[config.mk]
export PLATFORM = sky130hd
export DESIGN_NAME = rom_top
export DESIGN_NICKNAME = d
export VERILOG_FILES = /design/src/rom_pkg.sv /design/src/rom_slot.sv /design/src/rom_arbiter.sv /design/src/rom_top.sv
export SDC_FILE = /design/constraint.sdc
export NUM_CORES = 1
export LEC_CHECK = 0
export BUFFER_PORTS_ARGS = -buffer_cell sky130_fd_sc_hd__buf_2
export CAP_MARGIN = 20
export CORE_ASPECT_RATIO = 0.5
export CORE_UTILIZATION = 30
export DETAILED_ROUTE_END_ITERATION = 6
export GPL_ROUTABILITY_DRIVEN = 0
export SETUP_SLACK_MARGIN = 0.4
export SYNTH_ARGS = -nofsm -noshare
export SYNTH_HDL_FRONTEND = slang
export SYNTH_SLANG_ARGS = --single-unit
[constraint.sdc]
create_clock -name clk -period 5.75 [get_ports clk]
set_input_delay 0.2875 -clock clk [delete_from_list [all_inputs] [get_ports clk]]
set_output_delay 0.2875 -clock clk [all_outputs]
set_load 0.02 [all_outputs]
[src/rom_pkg.sv]
// shared widths, region offset and bus types for the rom fetch block, imported by every rtl module
package rom_pkg;

    // address widths
    localparam int sdram_aw    = 22;   // sdram word address
    localparam int main_aw     = 15;   // main cpu byte address, 32 kB
    localparam int obj_aw      = 13;   // object word address, 32 kB of 32-bit words

    // object region base, in sdram words
    localparam logic [sdram_aw-1:0] obj_offset = sdram_aw'(16384);

    // pxl_cen pulses from clear release to ready
    localparam int ready_delay = 5;

    // sdram read port as seen from the arbiter
    typedef struct packed {
        logic                re;     // toggles, each edge asks for a read
        logic [sdram_aw-1:0] addr;   // word address, held until next request
    } sdram_bus_t;

    // halfword view of the sdram word
    typedef struct packed {
        logic [15:0] hi;   // upper halfword, unused by the main slot
        logic [15:0] lo;   // lower halfword, holds two code bytes
    } half_pair_t;

    // one sdram word, read whole by the object slot or as halfwords by the main slot
    typedef union packed {
        logic [31:0] word;   // object engine view
        half_pair_t  half;   // main cpu view
    } sdram_word_u;

endpackage

[src/rom_slot.sv]
// one-entry rom cache slot, flags a miss towards the arbiter and latches the sdram word when selected
`timescale 1ns/1ps

module rom_slot
    import rom_pkg::*;
#(
    parameter int AW        = 15,     // client address width
    parameter int DW        = 8,      // client data width, 8 or 32
    parameter bit BYTE_SWAP = 1'b0    // swap byte order inside the halfword
) (
    input  logic          clk,
    input  logic          rst_n,
    input  logic          cen,        // pixel clock enable
    input  logic [AW-1:0] addr,       // address from the client
    input  logic          we,         // select from the arbiter
    input  sdram_word_u   din,        // word returned by the sdram
    output logic [AW-1:0] addr_req,   // address to be fetched
    output logic          req,        // miss, held until the slot is refilled
    output logic [DW-1:0] dout        // data towards the client
);

    logic          valid;         // slot holds a fetched word
    logic [AW-1:0] cached_addr;   // address of the cached word
    logic          hit;           // current address served from the slot

    assign addr_req = addr;   // the slot always asks for what the client shows
    assign req      = ~hit;   // any miss keeps requesting

    // valid is the only control state
    always_ff @(posedge clk) begin
        if (!rst_n) begin
            valid <= 1'b0;
        end else if (cen && we) begin
            valid <= 1'b1;   // first refill fills the slot
        end
    end

    // tag of the word in the slot
    always_ff @(posedge clk) begin
        if (cen && we) begin
            cached_addr <= addr;   // taken together with din
        end
    end

    generate
        if (DW == 8) begin : g_byte
            logic [15:0] cached_half;   // two code bytes
            logic        hi_sel;        // pick the upper byte

            always_ff @(posedge clk) begin
                if (cen && we) begin
                    cached_half <= din.half.lo;   // upper halfword dropped
                end
            end

            // both bytes of the halfword are in the slot, so bit 0 is not part of the tag
            assign hit    = valid && (cached_addr[AW-1:1] == addr[AW-1:1]);
            assign hi_sel = addr[0] ^ BYTE_SWAP;   // swapped order flips the pick
            assign dout   = hi_sel ? cached_half[15:8] : cached_half[7:0];
        end else begin : g_word
            logic [31:0] cached_word;   // whole object word

            always_ff @(posedge clk) begin
                if (cen && we) begin
                    cached_word <= din.word;
                end
            end

            assign hit  = valid && (cached_addr == addr);   // full address tag
            assign dout = cached_word;
        end
    endgenerate

endmodule

[src/rom_arbiter.sv]
// sdram read arbiter for the two rom slots, with priority choice, read strobe and ready delay
`timescale 1ns/1ps

module rom_arbiter
    import rom_pkg::*;
(
    input  logic               clk,
    input  logic               rst_n,
    input  logic               pxl_cen,         // pixel clock enable
    input  logic               downloading,     // rom download in progress
    input  logic               loop_rst,        // core held in reset
    input  logic               main_req,        // main slot miss
    input  logic [main_aw-1:0] main_addr_req,   // main cpu byte address
    input  logic               obj_req,         // object slot miss
    input  logic [obj_aw-1:0]  obj_addr_req,    // object word address
    output logic               main_we,         // main slot select
    output logic               obj_we,          // object slot select
    output sdram_bus_t         sdram,           // strobe and word address
    output logic               ready            // roms usable by the core
);

    logic                   clear;        // download or loop reset active
    logic                   re_q;         // read strobe
    logic [sdram_aw-1:0]    addr_q;       // registered word address
    logic [sdram_aw-1:0]    main_word;    // main byte address as sdram word
    logic [sdram_aw-1:0]    obj_word;     // object address inside its region
    logic [ready_delay-2:0] ready_cnt;    // ones shift in, ready is the last stage

    assign clear = downloading || loop_rst;

    // two code bytes per sdram word, so bit 0 goes
    assign main_word = sdram_aw'(main_addr_req[main_aw-1:1]);

    // each object word takes two sdram words in the region
    assign obj_word  = obj_offset + sdram_aw'({obj_addr_req, 1'b0});

    assign sdram.re   = re_q;
    assign sdram.addr = addr_q;

    // strobe only moves on pxl_cen, both edges count as requests
    always_ff @(posedge clk) begin
        if (!rst_n) begin
            re_q <= 1'b0;
        end else if (pxl_cen) begin
            if (clear) begin
                re_q <= 1'b0;   // parked low until the core runs
            end else if (main_req || obj_req) begin
                re_q <= ~re_q;   // one edge per missing pxl_cen
            end
        end
    end

    // address, selects and ready counter
    always_ff @(posedge clk) begin
        if (!rst_n || clear) begin
            addr_q    <= '0;   // cleared on every clk while held
            ready_cnt <= '0;
            ready     <= 1'b0;
            main_we   <= 1'b0;   // no slot captures while clearing
            obj_we    <= 1'b0;
        end else if (pxl_cen) begin
            {ready, ready_cnt} <= {ready_cnt, 1'b1};   // ready after ready_delay pulses

            if (main_req) begin
                addr_q  <= main_word;   // main cpu wins a tie
                main_we <= 1'b1;
                obj_we  <= 1'b0;
            end else if (obj_req) begin
                addr_q  <= obj_word;
                main_we <= 1'b0;
                obj_we  <= 1'b1;
            end else begin
                main_we <= 1'b0;   // both hit, address held
                obj_we  <= 1'b0;
            end
        end
    end

endmodule

[src/rom_top.sv]
// rom fetch block top, two cache slots sharing one sdram read port through the arbiter
`timescale 1ns/1ps

module rom_top
    import rom_pkg::*;
(
    input  logic               clk,
    input  logic               rst_n,
    input  logic               pxl_cen,       // pixel clock enable
    input  logic               downloading,   // rom download in progress
    input  logic               loop_rst,      // core reset
    input  logic [main_aw-1:0] main_addr,     // main cpu code address, bytes
    input  logic [obj_aw-1:0]  obj_addr,      // object engine address, words
    output logic [7:0]         main_dout,     // code byte
    output logic [31:0]        obj_dout,      // object word
    output logic               ready,         // roms usable
    output sdram_bus_t         sdram,         // sdram read request
    input  sdram_word_u        data_read      // sdram read data
);

    logic               main_req;        // main slot miss
    logic [main_aw-1:0] main_addr_req;   // main fetch address
    logic               main_we;         // main slot select
    logic               obj_req;         // object slot miss
    logic [obj_aw-1:0]  obj_addr_req;    // object fetch address
    logic               obj_we;          // object slot select

    // main cpu code, byte wide with swapped byte order
    rom_slot #(
        .AW        (main_aw),
        .DW        (8),
        .BYTE_SWAP (1'b1)
    ) u_main (
        .clk      (clk),
        .rst_n    (rst_n),
        .cen      (pxl_cen),
        .addr     (main_addr),
        .we       (main_we),
        .din      (data_read),
        .addr_req (main_addr_req),
        .req      (main_req),
        .dout     (main_dout)
    );

    // object engine, whole words
    rom_slot #(
        .AW        (obj_aw),
        .DW        (32),
        .BYTE_SWAP (1'b0)
    ) u_obj (
        .clk      (clk),
        .rst_n    (rst_n),
        .cen      (pxl_cen),
        .addr     (obj_addr),
        .we       (obj_we),
        .din      (data_read),
        .addr_req (obj_addr_req),
        .req      (obj_req),
        .dout     (obj_dout)
    );

    rom_arbiter u_arb (
        .clk           (clk),
        .rst_n         (rst_n),
        .pxl_cen       (pxl_cen),
        .downloading   (downloading),
        .loop_rst      (loop_rst),
        .main_req      (main_req),
        .main_addr_req (main_addr_req),
        .obj_req       (obj_req),
        .obj_addr_req  (obj_addr_req),
        .main_we       (main_we),
        .obj_we        (obj_we),
        .sdram         (sdram),
        .ready         (ready)
    );

endmodule

==> reports/summary.log <==
qor: timing.final_critical_path_required_period 2350 ps
qor: route.drt-pass1-iter-count 4
qor: floorplan.vertical_extent_of_the_die 81.9 um
qor: worst_setup_path.worst_setup_ep_type flip-flop
qor: worst_setup_path.worst_path_dominant_cell_family simple AND/OR/NAND/NOR gates
qor: floorplan.die-width 162 um
qor: clock_tree.post-cts-setup-buffer-count 0
qor: clock_tree.cts-hold-fix-buffers 0
qor: flow_run.max_cap_violations 0
qor: worst_hold_path.hold_class in -> reg
qor: cells_and_area.drive_above_1_share 45.1%
qor: grt.globalRouteMet3Util 3.28%
qor: timing.timing_worst_slew_pin_value 1020 ps
qor: yosys.post_synth_num_cell_types 28
qor: clock_tree.ctsHtreeMaxLevel 3
qor: grt.grt_first_pass_wirelength 11500 um
qor: timing.max_clock_freq 425 MHz
qor: timing.drv_slew 0
qor: worst_setup_path.crit_path_start_kind flip-flop
qor: route.via_count 2251
qor: yosys.ys_dominant_reg_cell sky130_fd_sc_hd__edfxtp_1
qor: cells_and_area.multiInputGateArea 968 um^2
qor: yosys.total_number_of_yosys_warnings 0
qor: worst_setup_path.reg2reg_from u_main.cached_addr[9]
qor: route.drt-wirelength-per-cell 14.5 um
qor: run_status.outcome finished clean
qor: worst_setup_path.worstPathMaxFanout 17
qor: clock_tree.worst_setup_hold_path_clk_slew 70 ps
qor: grt.antenna_found_initial 0
qor: clock_tree.clk_latency 340 ps
qor: route.antenna_violating_nets_post_route 0
qor: yosys.synth_top_area_cell sky130_fd_sc_hd__edfxtp_1
qor: floorplan.num_io_pins 129
qor: grt.grt.total_usage 11.8%
qor: route.drc 0
qor: yosys.synthesis.area_per_instance 16.2 um^2
qor: clock_tree.cts_buffer_count 9
qor: grt.met1_usage 13.5%
qor: worst_setup_path.worst_ep_arrival_time 2530 ps
qor: worst_setup_path.worst_path_max_delay_cell sky130_fd_sc_hd__and2_1
qor: cells_and_area.final.fill_count 1178
qor: worst_setup_path.worstPathCellList xnor2_1 > nand4_1 > nor4_2 > and2_1 > mux2i_1 > a211oi_2
qor: grt.gr-usage-met2 21.2%
qor: worst_setup_path.worst-setup-path-type reg -> reg
qor: cells_and_area.antenna_cells 0
qor: grt.grt_pass1_vias 2193
qor: timing.final-setup-viol-count 0
qor: worst_setup_path.critical_path.n_buffers_inverters 0
qor: yosys.synth_top_cells_by_area sky130_fd_sc_hd__edfxtp_1, sky130_fd_sc_hd__dfxtp_1, sky130_fd_sc_hd__xnor2_1
qor: timing.finalSetupTns 0 ps
qor: pwr.p_leak 1.83 nW
qor: yosys.syn-cell-area 3830 um^2
qor: worst_setup_path.required 5930 ps
qor: timing.fin_skew 11.3 ps
qor: route.vias_per_cell 4.24
qor: yosys.netlist.area_leader.share 58.8%
qor: floorplan.initial_core_util 31.6%
qor: route.drt_wl_total 7700 um
qor: grt.globalRouteOverflowTotal 0
qor: yosys.syn_inst 236
qor: worst_hold_path.min-delay-start data_read[29]
qor: clock_tree.cts_num_sinks 100
qor: yosys.ys_seq_area_share 71.9%
qor: place.dpl.hpwl 5510 um
qor: yosys.synth-async-reset-ratio 0%
qor: floorplan.core-area 12100 um^2
qor: clock_tree.post_cts.resized_instances 0
qor: yosys.synth_enable_flop_cells 75
qor: timing.worst_slew_slack_as_a_fraction_of_its_limit 31.7%
qor: pwr.power.density 306 nW/um^2
qor: clock_tree.cts-root-buf sky130_fd_sc_hd__clkbuf_16
qor: cells_and_area.nNetsFinal 426
qor: cells_and_area.finish.utilization 40.5%
qor: timing.timing.final.hold_violations 0
qor: floorplan.die-area 13200 um^2
qor: timing.grt_setup_unrepaired no
qor: clock_tree.clock_tree.buffer_depth 2
qor: worst_setup_path.timing.critical_path.from u_main.cached_addr[9]
qor: place.io_buffer_count 121
qor: yosys.yosys_register_bits 100
qor: route.detail_route.iter0.violations 138
qor: clock_tree.tritoncts yes
qor: floorplan.floorplan.rows 28
qor: grt.pin_count_of_the_biggest_net_entering_global_routing 47
qor: pwr.vdd.ir_drop.worst 0.134 mV
qor: cells_and_area.layout-area-overhead-vs-synth 28.1%
qor: worst_setup_path.slowest_delay 820 ps
qor: timing.final.period_utilization 40.9%
qor: grt.global_route.peak_usage_layer met2
qor: cells_and_area.sequential_cell_area 2750 um^2
layout by cell type (no fill, tap or decap), types with 2 or more instances in the layout:
| cell type | instances |
|---|---|
| sky130_fd_sc_hd__edfxtp_1 | 75 |
| sky130_fd_sc_hd__xnor2_1 | 24 |
| sky130_fd_sc_hd__mux2i_1 | 18 |
| sky130_fd_sc_hd__dfxtp_1 | 25 |
| sky130_fd_sc_hd__conb_1 | 7 |
| sky130_fd_sc_hd__a211oi_2 | 13 |
| sky130_fd_sc_hd__nor4_2 | 2 |
| sky130_fd_sc_hd__xor2_1 | 3 |
| sky130_fd_sc_hd__mux2_2 | 8 |
| sky130_fd_sc_hd__o21a_1 | 2 |
| sky130_fd_sc_hd__nand4_1 | 6 |
| sky130_fd_sc_hd__nor2_1 | 22 |
| sky130_fd_sc_hd__clkbuf_8 | 5 |
| sky130_fd_sc_hd__clkbuf_16 | 10 |
| sky130_fd_sc_hd__buf_2 | 121 |
| sky130_fd_sc_hd__inv_1 | 2 |
| sky130_fd_sc_hd__buf_4 | 2 |
| sky130_fd_sc_hd__a21oi_1 | 2 |
| sky130_fd_sc_hd__nand2_1 | 6 |
| sky130_fd_sc_hd__and2_1 | 3 |
path summary, 6_finish.rpt:
path | endpoint | slack, ps | depth (start not counted)
min reg2reg | u_arb.re_q | 460 | 1
min | u_obj.dout[29] | 120 | 1
max | u_arb.addr_q[11] | 3400 | 6
max reg2reg | u_arb.addr_q[11] | 3400 | 6
power by group:
part / internal [mW] / leakage [nW] / switching, mW
Combinational: 0.0354 / 0.786 / 0.0496
Clock: 0.380 / 0.163 / 0.251
Sequential: 0.781 / 0.878 / 0.00245
cells in the mapped netlist (2+ instances only):
library cell	number
sky130_fd_sc_hd__a21oi_1	2
sky130_fd_sc_hd__mux2i_1	18
sky130_fd_sc_hd__clkbuf_1	3
sky130_fd_sc_hd__nor2_1	22
sky130_fd_sc_hd__mux2_2	8
sky130_fd_sc_hd__nor4_2	2
sky130_fd_sc_hd__dfxtp_1	25
sky130_fd_sc_hd__buf_4	8
sky130_fd_sc_hd__nand4_1	6
sky130_fd_sc_hd__buf_6	3
sky130_fd_sc_hd__a211oi_2	13
sky130_fd_sc_hd__o21a_1	2
sky130_fd_sc_hd__and2_1	4
sky130_fd_sc_hd__edfxtp_1	75
sky130_fd_sc_hd__xor2_1	3
sky130_fd_sc_hd__inv_1	2
sky130_fd_sc_hd__xnor2_1	24
sky130_fd_sc_hd__nand2_1	6
kinds of logic after synthesis:
group / count (synthesis) / share of synthesized area (%)
flops: 100 / 71.9
other cells: 1 / 0.0979
xor+xnor: 27 / 6.18
compound gates: 21 / 5.82
simple gates: 43 / 5.52
buf+inv: 18 / 3.43
mux: 26 / 7.06
final cells by class:
| cell class | count | share of cell area [%] |
|---|---|---|
| multi-input cells | 124 | 19.7 |
| flip-flops and latches | 100 | 56.1 |
| inverters | 2 | 0.153 |
| well taps | 165 | 4.21 |
| clock inverters | 1 | 0.179 |
| clock buffers | 15 | 6.51 |
| repair buffers | 124 | 13.1 |
worst reg2reg max path: cells and delay by family (launching register included):
family | cells | cell delay [ps]
compound gates | 1 | 110
simple gates | 3 | 1160
xor+xnor | 1 | 170
flops | 1 | 390
mux | 1 | 370
state kept, by name (all words and copies together) (netlist names):
| name | count |
|---|---|
| u_obj.valid | 1 |
| u_arb.ready_cnt | 4 |
| u_main.cached_addr | 14 |
| u_arb.main_we | 1 |
| u_arb.addr_q | 15 |
| u_arb.obj_we | 1 |
| u_main.g_byte.cached_half | 16 |
| u_obj.cached_addr | 13 |
| u_main.valid | 1 |
| u_obj.dout | 32 |
| u_arb.ready | 1 |
| u_arb.re_q | 1 |
layer usage:
metal / share of wire (%) / wire length [um]
met1: 42 / 3260
met2: 52 / 4020
met3: 4.1 / 312
met4: 1.4 / 105
met5: 0 / 0
through the flow:
step	hold WS (ps)	setup WS [ps]	instance area [um^2]	cells	power, mW
final	121	3400	4900	531	1.50
after global routing	101	3200	4900	531	1.56
after CTS	106	3350	4880	530	1.52
after detailed placement	451	3300	4560	514	0.885
after global placement	446	3310	4560	514	0.884
after floorplan	386	3560	3850	242	0.847
No activity file was read; power rests on OpenSTA's default activity.
